File: src/design/raster_cmd_pkg.sv
// Shared opcodes, header field positions and beat types for the rasterizer command front end
`default_nettype none

package raster_cmd_pkg;

    // Opcode field in the header word
    localparam int unsigned op_pos = 28;
    localparam int unsigned op_width = 4;

    // Triangle header, payload size in bytes
    localparam int unsigned tri_size_pos = 0;
    localparam int unsigned tri_size_width = 18;

    // Texture header
    localparam int unsigned tex_log2_pos = 0;
    localparam int unsigned tex_log2_width = 5;
    localparam int unsigned tex_tmu_pos = 8;

    // Render config header
    localparam int unsigned rc_index_pos = 0;
    localparam int unsigned rc_index_width = 4;

    // Framebuffer header flags
    localparam int unsigned fb_commit_pos = 4;
    localparam int unsigned fb_memset_pos = 5;
    localparam int unsigned fb_color_pos = 6;
    localparam int unsigned fb_depth_pos = 7;

    localparam int unsigned fog_lut_beats = 33;
    localparam int unsigned beat_count_width = 19;

    typedef enum logic [op_width-1:0] {
        op_nop             = 4'd0,
        op_triangle_stream = 4'd1,
        op_texture_stream  = 4'd2,
        op_fog_lut_stream  = 4'd3,
        op_render_config   = 4'd4,
        op_framebuffer     = 4'd5
    } cmd_op_e;

    typedef struct packed {
        logic [31:0] tdata;
        logic        tlast;
        logic [3:0]  tuser;
    } axis_beat_t;

    typedef struct packed {
        logic commit;
        logic memset;
        logic color_select;
        logic depth_select;
    } fb_cmd_t;

endpackage

`default_nettype wire
File: src/design/cmd_frontend_top.sv
// Top level of the command front end, parser with output slices, render and buffer control
`default_nettype none

module cmd_frontend_top (
    input  logic                       aclk,
    input  logic                       resetn,
    input  logic                       s_cmd_valid,
    output logic                       s_cmd_ready,
    input  raster_cmd_pkg::axis_beat_t s_cmd_beat,
    output logic                       m_tri_valid,
    input  logic                       m_tri_ready,
    output raster_cmd_pkg::axis_beat_t m_tri_beat,
    output logic                       m_tex0_valid,
    input  logic                       m_tex0_ready,
    output raster_cmd_pkg::axis_beat_t m_tex0_beat,
    output logic                       m_tex1_valid,
    input  logic                       m_tex1_ready,
    output raster_cmd_pkg::axis_beat_t m_tex1_beat,
    output logic                       m_fog_valid,
    input  logic                       m_fog_ready,
    output raster_cmd_pkg::axis_beat_t m_fog_beat,
    output logic                       m_rcfg_valid,
    input  logic                       m_rcfg_ready,
    output raster_cmd_pkg::axis_beat_t m_rcfg_beat,
    input  logic                       rasterizer_running,
    input  logic                       pixel_in_pipeline,
    output logic                       start_rendering,
    input  logic                       color_applied,
    input  logic                       depth_applied,
    output logic                       color_apply,
    output logic                       depth_apply,
    output logic                       buffer_commit,
    output logic                       buffer_memset
);
    import raster_cmd_pkg::*;

    axis_beat_t tri_beat, tex0_beat, tex1_beat, fog_beat, rcfg_beat;
    logic       tri_valid, tex0_valid, tex1_valid, fog_valid, rcfg_valid;
    logic       tri_ready, tex0_ready, tex1_ready, fog_ready, rcfg_ready;
    logic       pipeline_idle, buffers_idle, frame_start, fb_req;
    fb_cmd_t    fb_cmd;

    cmd_parser i_parser (
        .aclk, .resetn,
        .cmd_valid(s_cmd_valid), .cmd_ready(s_cmd_ready), .cmd_beat(s_cmd_beat),
        .tri_valid, .tri_ready, .tri_beat,
        .tex0_valid, .tex0_ready, .tex0_beat,
        .tex1_valid, .tex1_ready, .tex1_beat,
        .fog_valid, .fog_ready, .fog_beat,
        .rcfg_valid, .rcfg_ready, .rcfg_beat,
        .pipeline_idle, .buffers_idle, .frame_start, .fb_req, .fb_cmd
    );

    axis_skid_buffer #(.beat_t(axis_beat_t)) i_tri_skid (
        .aclk, .resetn,
        .in_valid(tri_valid), .in_ready(tri_ready), .in_beat(tri_beat),
        .out_valid(m_tri_valid), .out_ready(m_tri_ready), .out_beat(m_tri_beat)
    );

    axis_skid_buffer #(.beat_t(axis_beat_t)) i_tex0_skid (
        .aclk, .resetn,
        .in_valid(tex0_valid), .in_ready(tex0_ready), .in_beat(tex0_beat),
        .out_valid(m_tex0_valid), .out_ready(m_tex0_ready), .out_beat(m_tex0_beat)
    );

    axis_skid_buffer #(.beat_t(axis_beat_t)) i_tex1_skid (
        .aclk, .resetn,
        .in_valid(tex1_valid), .in_ready(tex1_ready), .in_beat(tex1_beat),
        .out_valid(m_tex1_valid), .out_ready(m_tex1_ready), .out_beat(m_tex1_beat)
    );

    axis_skid_buffer #(.beat_t(axis_beat_t)) i_fog_skid (
        .aclk, .resetn,
        .in_valid(fog_valid), .in_ready(fog_ready), .in_beat(fog_beat),
        .out_valid(m_fog_valid), .out_ready(m_fog_ready), .out_beat(m_fog_beat)
    );

    axis_skid_buffer #(.beat_t(axis_beat_t)) i_rcfg_skid (
        .aclk, .resetn,
        .in_valid(rcfg_valid), .in_ready(rcfg_ready), .in_beat(rcfg_beat),
        .out_valid(m_rcfg_valid), .out_ready(m_rcfg_ready), .out_beat(m_rcfg_beat)
    );

    render_control i_render_control (
        .aclk, .resetn,
        .frame_start, .rasterizer_running, .pixel_in_pipeline,
        .start_rendering, .pipeline_idle
    );

    buffer_apply_ctrl i_buffer_apply_ctrl (
        .aclk, .resetn,
        .fb_req, .fb_cmd, .color_applied, .depth_applied,
        .color_apply, .depth_apply, .buffer_commit, .buffer_memset, .buffers_idle
    );

endmodule

`default_nettype wire

File: src/design/buffer_apply_ctrl.sv
// Drives framebuffer apply, commit and memset strobes and tracks buffer completion
`default_nettype none

module buffer_apply_ctrl (
    input  logic                    aclk,
    input  logic                    resetn,
    input  logic                    fb_req,
    input  raster_cmd_pkg::fb_cmd_t fb_cmd,
    input  logic                    color_applied,
    input  logic                    depth_applied,
    output logic                    color_apply,
    output logic                    depth_apply,
    output logic                    buffer_commit,
    output logic                    buffer_memset,
    output logic                    buffers_idle
);
    typedef enum logic [1:0] {
        idle,
        wait_busy,
        wait_done
    } state_e;

    state_e state;
    logic   started;

    // A selected buffer has picked up the request
    assign started = (color_apply && !color_applied) || (depth_apply && !depth_applied);

    always_ff @(posedge aclk)
    begin
        if (!resetn)
        begin
            state <= idle;
            color_apply <= 1'b0;
            depth_apply <= 1'b0;
            buffer_commit <= 1'b0;
            buffer_memset <= 1'b0;
        end
        else
        begin
            case (state)
                idle:
                begin
                    if (fb_req)
                    begin
                        color_apply <= fb_cmd.color_select;
                        depth_apply <= fb_cmd.depth_select;
                        buffer_commit <= fb_cmd.commit;
                        buffer_memset <= fb_cmd.memset;
                        if (fb_cmd.color_select || fb_cmd.depth_select)
                            state <= wait_busy;
                    end
                end
                wait_busy:
                begin
                    if (started)
                    begin
                        color_apply <= 1'b0;
                        depth_apply <= 1'b0;
                        state <= wait_done;
                    end
                end
                wait_done:
                begin
                    if (color_applied && depth_applied)
                        state <= idle;
                end
                default:
                    state <= idle;
            endcase
        end
    end

    assign buffers_idle = (state == idle) && color_applied && depth_applied;

    req_only_when_idle: assert property (
        @(posedge aclk) disable iff (!resetn) fb_req |-> buffers_idle);

endmodule

`default_nettype wire

File: src/design/render_control.sv
// Holds the start-rendering request for the rasterizer and summarizes pipeline idleness
`default_nettype none

module render_control (
    input  logic aclk,
    input  logic resetn,
    input  logic frame_start,
    input  logic rasterizer_running,
    input  logic pixel_in_pipeline,
    output logic start_rendering,
    output logic pipeline_idle
);
    typedef enum logic {
        rc_idle,
        rc_request
    } state_e;

    state_e state;

    always_ff @(posedge aclk)
    begin
        if (!resetn)
            state <= rc_idle;
        else
        begin
            case (state)
                rc_idle:
                begin
                    if (frame_start)
                        state <= rc_request;
                end
                rc_request:
                begin
                    // Rasterizer has taken the frame
                    if (rasterizer_running)
                        state <= rc_idle;
                end
                default:
                    state <= rc_idle;
            endcase
        end
    end

    assign start_rendering = (state == rc_request);
    assign pipeline_idle = !start_rendering && !rasterizer_running && !pixel_in_pipeline;

endmodule

`default_nettype wire

File: src/design/cmd_parser.sv
// Command header decoder that routes counted payload beats to one of five output streams
`default_nettype none

module cmd_parser (
    input  logic                       aclk,
    input  logic                       resetn,
    input  logic                       cmd_valid,
    output logic                       cmd_ready,
    input  raster_cmd_pkg::axis_beat_t cmd_beat,
    output logic                       tri_valid,
    input  logic                       tri_ready,
    output raster_cmd_pkg::axis_beat_t tri_beat,
    output logic                       tex0_valid,
    input  logic                       tex0_ready,
    output raster_cmd_pkg::axis_beat_t tex0_beat,
    output logic                       tex1_valid,
    input  logic                       tex1_ready,
    output raster_cmd_pkg::axis_beat_t tex1_beat,
    output logic                       fog_valid,
    input  logic                       fog_ready,
    output raster_cmd_pkg::axis_beat_t fog_beat,
    output logic                       rcfg_valid,
    input  logic                       rcfg_ready,
    output raster_cmd_pkg::axis_beat_t rcfg_beat,
    input  logic                       pipeline_idle,
    input  logic                       buffers_idle,
    output logic                       frame_start,
    output logic                       fb_req,
    output raster_cmd_pkg::fb_cmd_t    fb_cmd
);
    import raster_cmd_pkg::*;

    typedef enum logic [2:0] {
        wait_idle,
        cmd_in,
        exec_tri,
        exec_tex0,
        exec_tex1,
        exec_fog,
        exec_rcfg
    } state_e;

    state_e                      state;
    state_e                      target;
    state_e                      hdr_target;
    cmd_op_e                     op;
    logic [tex_log2_width-1:0]   tex_log2;
    logic [beat_count_width-1:0] hdr_beats;
    logic [beat_count_width-1:0] count;
    logic [rc_index_width-1:0]   rc_index;
    axis_beat_t                  beat_in;
    axis_beat_t                  out_beat;
    axis_beat_t                  pend_beat;
    logic                        out_valid;
    logic                        pend_valid;
    logic                        sel_ready;
    logic                        out_take;
    logic                        pend_next;
    logic                        in_exec;
    logic                        cmd_fire;
    logic                        pay_fire;
    logic                        last_fire;

    assign op = cmd_op_e'(cmd_beat.tdata[op_pos +: op_width]);
    assign tex_log2 = cmd_beat.tdata[tex_log2_pos +: tex_log2_width];

    assign in_exec = (state != wait_idle) && (state != cmd_in);
    assign cmd_fire = cmd_valid && cmd_ready;
    assign pay_fire = cmd_fire && in_exec;
    assign last_fire = pay_fire && (count == beat_count_width'(1));

    // Unknown opcodes and empty payloads end up with zero beats
    always_comb
    begin
        hdr_beats = '0;
        hdr_target = wait_idle;
        case (op)
            op_triangle_stream:
            begin
                hdr_beats = beat_count_width'(cmd_beat.tdata[tri_size_pos +: tri_size_width] >> 2);
                hdr_target = exec_tri;
            end
            op_texture_stream:
            begin
                if (tex_log2 >= 5'd2)
                    hdr_beats = beat_count_width'(1) << (tex_log2 - 5'd2);
                hdr_target = cmd_beat.tdata[tex_tmu_pos] ? exec_tex1 : exec_tex0;
            end
            op_fog_lut_stream:
            begin
                hdr_beats = beat_count_width'(fog_lut_beats);
                hdr_target = exec_fog;
            end
            op_render_config:
            begin
                hdr_beats = beat_count_width'(1);
                hdr_target = exec_rcfg;
            end
            default:
            begin
            end
        endcase
    end

    always_comb
    begin
        case (target)
            exec_tri:  sel_ready = tri_ready;
            exec_tex0: sel_ready = tex0_ready;
            exec_tex1: sel_ready = tex1_ready;
            exec_fog:  sel_ready = fog_ready;
            exec_rcfg: sel_ready = rcfg_ready;
            default:   sel_ready = 1'b0;
        endcase
    end

    // Output register plus one pending slot covers the registered cmd_ready
    assign out_take = !out_valid || sel_ready;
    assign pend_next = !out_take && (pend_valid || pay_fire);
    assign beat_in = '{tdata: cmd_beat.tdata, tlast: count == beat_count_width'(1), tuser: rc_index};

    always_ff @(posedge aclk)
    begin
        if (!resetn)
        begin
            out_valid <= 1'b0;
            pend_valid <= 1'b0;
        end
        else
        begin
            pend_valid <= pend_next;
            if (out_take)
                out_valid <= pend_valid || pay_fire;
        end
    end

    always_ff @(posedge aclk)
    begin
        if (out_take)
            out_beat <= pend_valid ? pend_beat : beat_in;
        else if (pay_fire)
            pend_beat <= beat_in;
    end

    always_ff @(posedge aclk)
    begin
        if (!resetn)
        begin
            state <= wait_idle;
            target <= wait_idle;
            count <= '0;
            rc_index <= '0;
            cmd_ready <= 1'b0;
            frame_start <= 1'b0;
            fb_req <= 1'b0;
        end
        else
        begin
            frame_start <= 1'b0;
            fb_req <= 1'b0;
            case (state)
                wait_idle:
                begin
                    // Previous command fully handed off and its pulses seen downstream
                    if (pipeline_idle && buffers_idle && tri_ready && !out_valid
                        && !frame_start && !fb_req)
                    begin
                        cmd_ready <= 1'b1;
                        state <= cmd_in;
                    end
                end
                cmd_in:
                begin
                    if (cmd_fire)
                    begin
                        count <= hdr_beats;
                        target <= hdr_target;
                        rc_index <= (op == op_render_config) ?
                                    cmd_beat.tdata[rc_index_pos +: rc_index_width] : '0;
                        if (op == op_framebuffer)
                        begin
                            fb_req <= 1'b1;
                            fb_cmd.commit <= cmd_beat.tdata[fb_commit_pos];
                            fb_cmd.memset <= cmd_beat.tdata[fb_memset_pos];
                            fb_cmd.color_select <= cmd_beat.tdata[fb_color_pos];
                            fb_cmd.depth_select <= cmd_beat.tdata[fb_depth_pos];
                        end
                        if (hdr_beats == '0)
                        begin
                            cmd_ready <= 1'b0;
                            state <= wait_idle;
                        end
                        else
                            state <= hdr_target;
                    end
                end
                default:
                begin
                    if (pay_fire)
                        count <= count - beat_count_width'(1);
                    if (last_fire)
                    begin
                        cmd_ready <= 1'b0;
                        frame_start <= (state == exec_tri);
                        state <= wait_idle;
                    end
                    else
                        cmd_ready <= sel_ready && !pend_next;
                end
            endcase
        end
    end

    assign tri_valid = out_valid && (target == exec_tri);
    assign tex0_valid = out_valid && (target == exec_tex0);
    assign tex1_valid = out_valid && (target == exec_tex1);
    assign fog_valid = out_valid && (target == exec_fog);
    assign rcfg_valid = out_valid && (target == exec_rcfg);
    assign tri_beat = out_beat;
    assign tex0_beat = out_beat;
    assign tex1_beat = out_beat;
    assign fog_beat = out_beat;
    assign rcfg_beat = out_beat;

    count_nonzero_in_exec: assert property (
        @(posedge aclk) disable iff (!resetn) in_exec |-> count != '0);

    // A beat in flight stays on the one stream it was decoded for
    target_held_while_valid: assert property (
        @(posedge aclk) disable iff (!resetn) out_valid |-> $stable(target));

endmodule

`default_nettype wire

File: src/design/axis_skid_buffer.sv
// Two-entry register slice that breaks the ready path of a valid/ready stream
`default_nettype none

module axis_skid_buffer #(
    parameter type beat_t = logic [31:0]
) (
    input  logic  aclk,
    input  logic  resetn,
    input  logic  in_valid,
    output logic  in_ready,
    input  beat_t in_beat,
    output logic  out_valid,
    input  logic  out_ready,
    output beat_t out_beat
);
    beat_t skid_beat;
    logic  skid_valid;
    logic  in_fire;
    logic  main_free;

    assign in_fire = in_valid && in_ready;
    assign main_free = !out_valid || out_ready;
    assign in_ready = !skid_valid;

    always_ff @(posedge aclk)
    begin
        if (!resetn)
        begin
            out_valid <= 1'b0;
            skid_valid <= 1'b0;
        end
        else if (main_free)
        begin
            out_valid <= skid_valid || in_fire;
            skid_valid <= 1'b0;
        end
        else if (in_fire)
            skid_valid <= 1'b1;
    end

    // Skid slot drains first so order is kept
    always_ff @(posedge aclk)
    begin
        if (main_free)
        begin
            if (skid_valid)
                out_beat <= skid_beat;
            else if (in_fire)
                out_beat <= in_beat;
        end
        else if (in_fire)
            skid_beat <= in_beat;
    end

    beat_stable_on_stall: assert property (
        @(posedge aclk) disable iff (!resetn)
        out_valid && !out_ready |=> $stable(out_beat));

endmodule

`default_nettype wire

File: config.mk
export PLATFORM = sky130hd
export DESIGN_NAME = cmd_frontend_top
export DESIGN_NICKNAME = d
export VERILOG_FILES = /design/src/design/raster_cmd_pkg.sv /design/src/design/cmd_frontend_top.sv /design/src/design/buffer_apply_ctrl.sv /design/src/design/render_control.sv /design/src/design/cmd_parser.sv /design/src/design/axis_skid_buffer.sv
export SDC_FILE = /design/constraint.sdc
export NUM_CORES = 1
export LEC_CHECK = 0
export ABC_AREA = 1
export BUFFER_PORTS_ARGS = -buffer_cell sky130_fd_sc_hd__clkbuf_2
export CAP_MARGIN = 5
export CORE_MARGIN = 4
export CORE_UTILIZATION = 55
export DETAILED_ROUTE_END_ITERATION = 8
export PLACE_DENSITY = 0.75
export SYNTH_ARGS = -nofsm -noshare
export SYNTH_HDL_FRONTEND = slang
export SYNTH_SLANG_ARGS = --single-unit
File: constraint.sdc
create_clock -name aclk -period 7 [get_ports aclk]
set_input_delay 0.35 -clock aclk [delete_from_list [all_inputs] [get_ports aclk]]
set_output_delay 0.35 -clock aclk [all_outputs]
set_load 0.02 [all_outputs]
== Word level (Yosys, flattened, before mapping) ==
Index checks and enable logic that the tools add are counted.

* Register bits after elaboration: 499
* Bits of input ports: 49
* Logic and storage cells: 246

* $add $sub $neg: 2
* Order comparisons: 1
* Equality and inequality tests: 23
* Shifts and indexed selects: 1
* Multiplexer cells: 44
* Bitwise logic cells: 10
* Reduce and logical (&&, ||, !) cells: 100

{| class="wikitable"
|+ Operators by type and width
! kind !! count
|-
| two-way mux 37 bit || 11
|-
| case mux 19 bit (4 select lines) || 1
|-
| two-way mux 19 bit || 3
|-
| case mux 19 bit (2 select lines) || 1
|-
| logical AND 1 bit || 28
|-
| AND reduction 2 bit || 13
|-
| logical NOT 1 bit || 20
|-
| equality test 19 x 1 -> 1 bit, second input constant || 1
|-
| logical NOT 19 bit || 1
|-
| << shifter 1 x 5 -> 19 bit, first input constant || 1
|-
| subtractor 19 x 1 -> 19 bit, second input constant || 1
|-
| two-way mux 3 bit || 5
|-
| AND reduction 3 bit || 5
|-
| logical OR 1 bit || 14
|-
| nonzero test 2 bit || 7
|-
| != test 2 x 1 -> 1 bit, second input constant || 6
|-
| case mux 3 bit (4 select lines) || 1
|-
| two-way mux 1 bit || 10
|-
| inverter 1 bit || 10
|-
| OR reduction 2 bit || 5
|-
| equality test 3 x 2 -> 1 bit, second input constant || 3
|-
| equality test 3 bit, second input constant || 3
|-
| equality test 4 x 2 -> 1 bit, second input constant || 2
|-
| equality test 4 x 3 -> 1 bit, second input constant || 2
|-
| 19 further kinds || 27
|}

== Longest topological paths before layout ==
* Word-level depth: 10
* Depth in mapped cells: 17
* Gate-level depth less buffers: 17

== By module ==
Synthesis repeated with hierarchy kept, for this count alone.

* Cell total of the unflattened synthesis: 1833
* Area total of the unflattened synthesis: 20701.1 µm²

{| class="wikitable"
|+ Modules (own cells, without submodules)
! module !! instances !! cells each !! area an instance (µm²) !! seq. area each (µm²)
|-
| axis_skid_buffer || 5 || 206 || 2787.7 || 2262.2
|-
| cmd_parser || 1 || 756 || 6447.4 || 3022.9
|-
| buffer_apply_ctrl || 1 || 41 || 275.3 || 120.1
|-
| render_control || 1 || 6 || 40.0 || 20.0
|}

== Least setup slack after synthesis ==
Ideal clock, no wire load.

* Kind: flip-flop to flip-flop
* Start: register i_fog_skid.skid_valid
* End: register i_parser.pend_beat[0] (netlist bit), enable pin
* Arrival: 4.773 ns
* Required time: 6.523 ns
* Path slack: 1.750 ns
* Stages on the path, launching flop included: 8
* Buffers on the path: 1
* Clock period less this slack: 5.250 ns
* Path through: dfxtp_1 -> clkbuf_1 -> inv_1 -> nand4_1 -> o41ai_1 -> nor2_1 -> nand3_1 -> nor3_1

* Word-level cells in the longest chain between the ends: 5

{| class="wikitable"
|+ Ends and longest elaborated chain
! item !! line !! text
|-
| from (decl) || axis_skid_buffer.sv:17 || <nowiki>logic skid_valid;</nowiki>
|-
| from (signal assigned) || axis_skid_buffer.sv:30 || <nowiki>skid_valid <= 1'b0;</nowiki>
|-
| from (signal assigned) || axis_skid_buffer.sv:35 || <nowiki>skid_valid <= 1'b0;</nowiki>
|-
| from (signal assigned) || axis_skid_buffer.sv:38 || <nowiki>skid_valid <= 1'b1;</nowiki>
|-
| logical NOT 1 bit || axis_skid_buffer.sv:23 || <nowiki>assign in_ready = !skid_valid;</nowiki>
|-
| case mux 1 bit (5 select lines) || cmd_parser.sv:107 || <nowiki>case (target)</nowiki>
|-
| logical OR 1 bit || cmd_parser.sv:118 || <nowiki>assign out_take = !out_valid || sel_ready;</nowiki>
|-
| inverter 1 bit (no line) || -- ||
|-
| AND reduction 2 bit (no line) || -- ||
|-
| to (signal assigned) || cmd_parser.sv:142 || <nowiki>pend_beat <= beat_in;</nowiki>
|-
| to (decl) || cmd_parser.sv:53 || <nowiki>axis_beat_t pend_beat;</nowiki>
|}

Every way passes these cells.
A chain may end at the register's enable or synchronous reset.

== Final worst setup path ==
* Start: register i_tri_skid.skid_valid
* End: register i_parser.pend_beat[30] (netlist bit), enable pin

* Word-level cells in the longest chain between the ends: 5

{| class="wikitable"
|+ Ends and longest elaborated chain
! item !! line
|-
| from (decl) || axis_skid_buffer.sv:17
|-
| from (signal assigned) || axis_skid_buffer.sv:30
|-
| from (signal assigned) || axis_skid_buffer.sv:35
|-
| from (signal assigned) || axis_skid_buffer.sv:38
|-
| logical NOT 1 bit || axis_skid_buffer.sv:23
|-
| case mux 1 bit (5 select lines) || cmd_parser.sv:107
|-
| logical OR 1 bit || cmd_parser.sv:118
|-
| inverter 1 bit (no line) || --
|-
| AND reduction 2 bit (no line) || --
|}

Every way passes these cells.

==> out/results.txt <==
Vias per cell -> 5.40
Initial antenna violation count -> 2
Comb pwr share -> 0.095
Synth top area cells -> edfxtp_1, nand2_1, o21ai_0, dfxtp_1, inv_1
Layout area overhead -> 17.4%
Finished Layout Cells -> 2285
Clock transition at path regs -> 60 ps
Ys flop type -> edfxtp_1
Sequential power share -> 0.524
Post-DP HPWL -> 27800 µm
Fmax -> 296 MHz
Cell variety after synth -> 47
Pin count of the biggest net entering global routing -> 78
GPL Wtd Cong -> 0.889
Vias in the first global route -> 11700
Worst skew pair latency -> 560 ps
Mapped Area -> 19100 µm²
Register area share after synthesis -> 0.756
Net count, final -> 1843
Ports -> 245
Post-synthesis register bit count -> 499
GRT overflow -> 0
Total die area -> 37900 µm²
Clock Tree Buf Depth -> 3
Sw Ratio -> 0.237
Global-route wire length before repair -> 67500 µm
Multi-input gate area -> 4050 µm²
Final hold viol count -> 0
# setup viols final -> 0
Starting density of the core -> 0.556
Routed len/inst -> 19.3 µm
# fillers -> 2531
Horiz. Die Dim -> 195 µm
Die Y -> 195 µm
Setup Skew -> 12.1 ps
Count leader, synth -> edfxtp_1
Dpl cells -> 2186
Largest area contributor in the netlist -> edfxtp_1
Critical Path End Type -> flip-flop
Share of cells above drive strength 1 -> 0.207
Root buffer cell -> clkbuf_16
Clock Sinks -> 499
Clock share of power -> 0.381
Lkg Pwr -> 0.00809 µW
Post-place setup slack -> 3520 ps
Final wirelength -> 44100 µm
Internal -> 5000 µW
CP Data Required Time -> 7190 ps
RSZ-0062 raised after global routing -> false
Max Slew Vio Count -> 0
H-tree depth -> 2
Vias post-DR -> 12300
Hold-fix buffers at CTS -> 9
Hold WS -> 23.1 ps
TritonCTS clock tree -> done
Minimum clock period -> 3380 ps
MaxCap Viol Count -> 0
Class of the worst hold path -> in -> reg
Post-synth EDFFs -> 448
Worst-margin pin slew -> 1090 ps
Critical path launch point type -> flip-flop
Antenna Nets Post-Route -> 0
Setup slack after layout -> 3620 ps
FP Rows -> 68
Pwr Density -> 291 nW/µm²
Post-synth net total -> 1589
Num CTS Buffers -> 49
Arr. time, crit path -> 3570 ps
# diodes -> 0
Post-CTS Resized -> 0
Post-synth top area share -> 0.703
Crit Path Class -> reg -> reg
Async set-reset flop share out of synthesis -> 0
Commonest cells in the netlist -> edfxtp_1, nand2_1, o21ai_0
Maximum VDD drop -> 0.208 mV
# port buffers -> 239
Setup TNS -> 0 ps
Drt pass-1 iters -> 5
DRT iter0 DRCs -> 1119
Overall power -> 6540 µW
Final Cycle Share -> 0.483
Yosys warns -> 0
DRC violations left -> 0
Crit path max fanout -> 76
Syn Inst Count -> 1537
Register area -> 14500 µm²
NetSw -> 1550 µW
Core Region -> 34500 µm²
Flop-to-flop setup slack -> 3620 ps
Slew Limit Headroom -> 0.267
Gr usage total -> 0.228
Status -> finished clean
Post-Syn Area per Cell -> 12.5 µm²
Setup Buffers After CTS -> 0
==> final timing paths <==
check,startpoint,endpoint,cells after the start
hold / removal,s_cmd_beat[30],i_parser.pend_beat[30],1
setup reg to reg,i_tri_skid.skid_valid,i_parser.pend_beat[30],8
setup / recovery,i_tri_skid.skid_valid,i_parser.pend_beat[30],8
hold reg to reg,i_parser.rc_index[1],i_parser.pend_beat[1],0
==> layer usage <==
| layer | wire length [µm] | global-route usage | part of all wire |
|---|---|---|---|
| met5 | 27 | 0 | 0.00061 |
| met4 | 1140 | 0.0716 | 0.026 |
| met3 | 3830 | 0.0444 | 0.087 |
| met2 | 20600 | 0.356 | 0.47 |
| met1 | 18600 | 0.330 | 0.42 |
==> through the flow <==
stage               area [µm²]  utilization
floorplan                19100            -
global placement         20900        0.605
detailed placement       20900        0.605
CTS                      22500        0.652
global route             22500        0.652
finish                   22500        0.652
==> layout by cell type, fill, tap and decap left out, drive strengths merged, types with 3 or more instances in the layout <==
cell         instances
nor2                94
nand4               14
dfxtp               51
o211ai               5
dlygate4sd3          9
nand2              377
xor2                 3
a211oi               5
edfxtp             448
ha                   3
o21ai              231
o22ai                4
clkinvlp             3
nor4                 3
clkbuf             299
xnor2                3
a21oi               44
bufinv               3
buf                 18
nor3                24
clkinv              26
nand3b               3
inv                111
a31oi                4
nand3               31
==> logic make-up (layout without fill, tap and decap cells) <==
kind of cell,count (synthesis),count (layout),share of synthesized area
flops,499,499,0.756
xor+xnor,6,6,0.00274
compound gates,304,304,0.0838
buf+inv,176,469,0.0363
simple gates,549,549,0.119
fa+ha+maj,3,3,0.00196
==> layout make-up <==
type / count / area share
Sequential cell: 499 / 0.644
Multi-Input combinational cell: 862 / 0.180
Timing Repair Buffer: 266 / 0.0632
Clock buffer: 60 / 0.0583
Tap cell: 455 / 0.0253
Inverter: 113 / 0.0189
Clock inverter: 30 / 0.00996
==> power by group through the flow <==
stage | clock network [µW] | registers [µW] | logic, µW
global placement | 0 | 3490 | 601
CTS | 2530 | 3430 | 623
detailed placement | 0 | 3490 | 615
floorplan | 0 | 3470 | 473
global route | 2670 | 3440 | 716
finish | 2490 | 3430 | 625
==> critical path, stage by stage, from the launching register on <==
cell     delay, ps
dfxtp_2        310
buf_4          570
inv_1          130
nand2_1        140
o41ai_1        100
nor2_1         170
nand3_2        790
nor3_2         330
buf_4          460
Note: power is estimated with default switching activity, not from simulation.
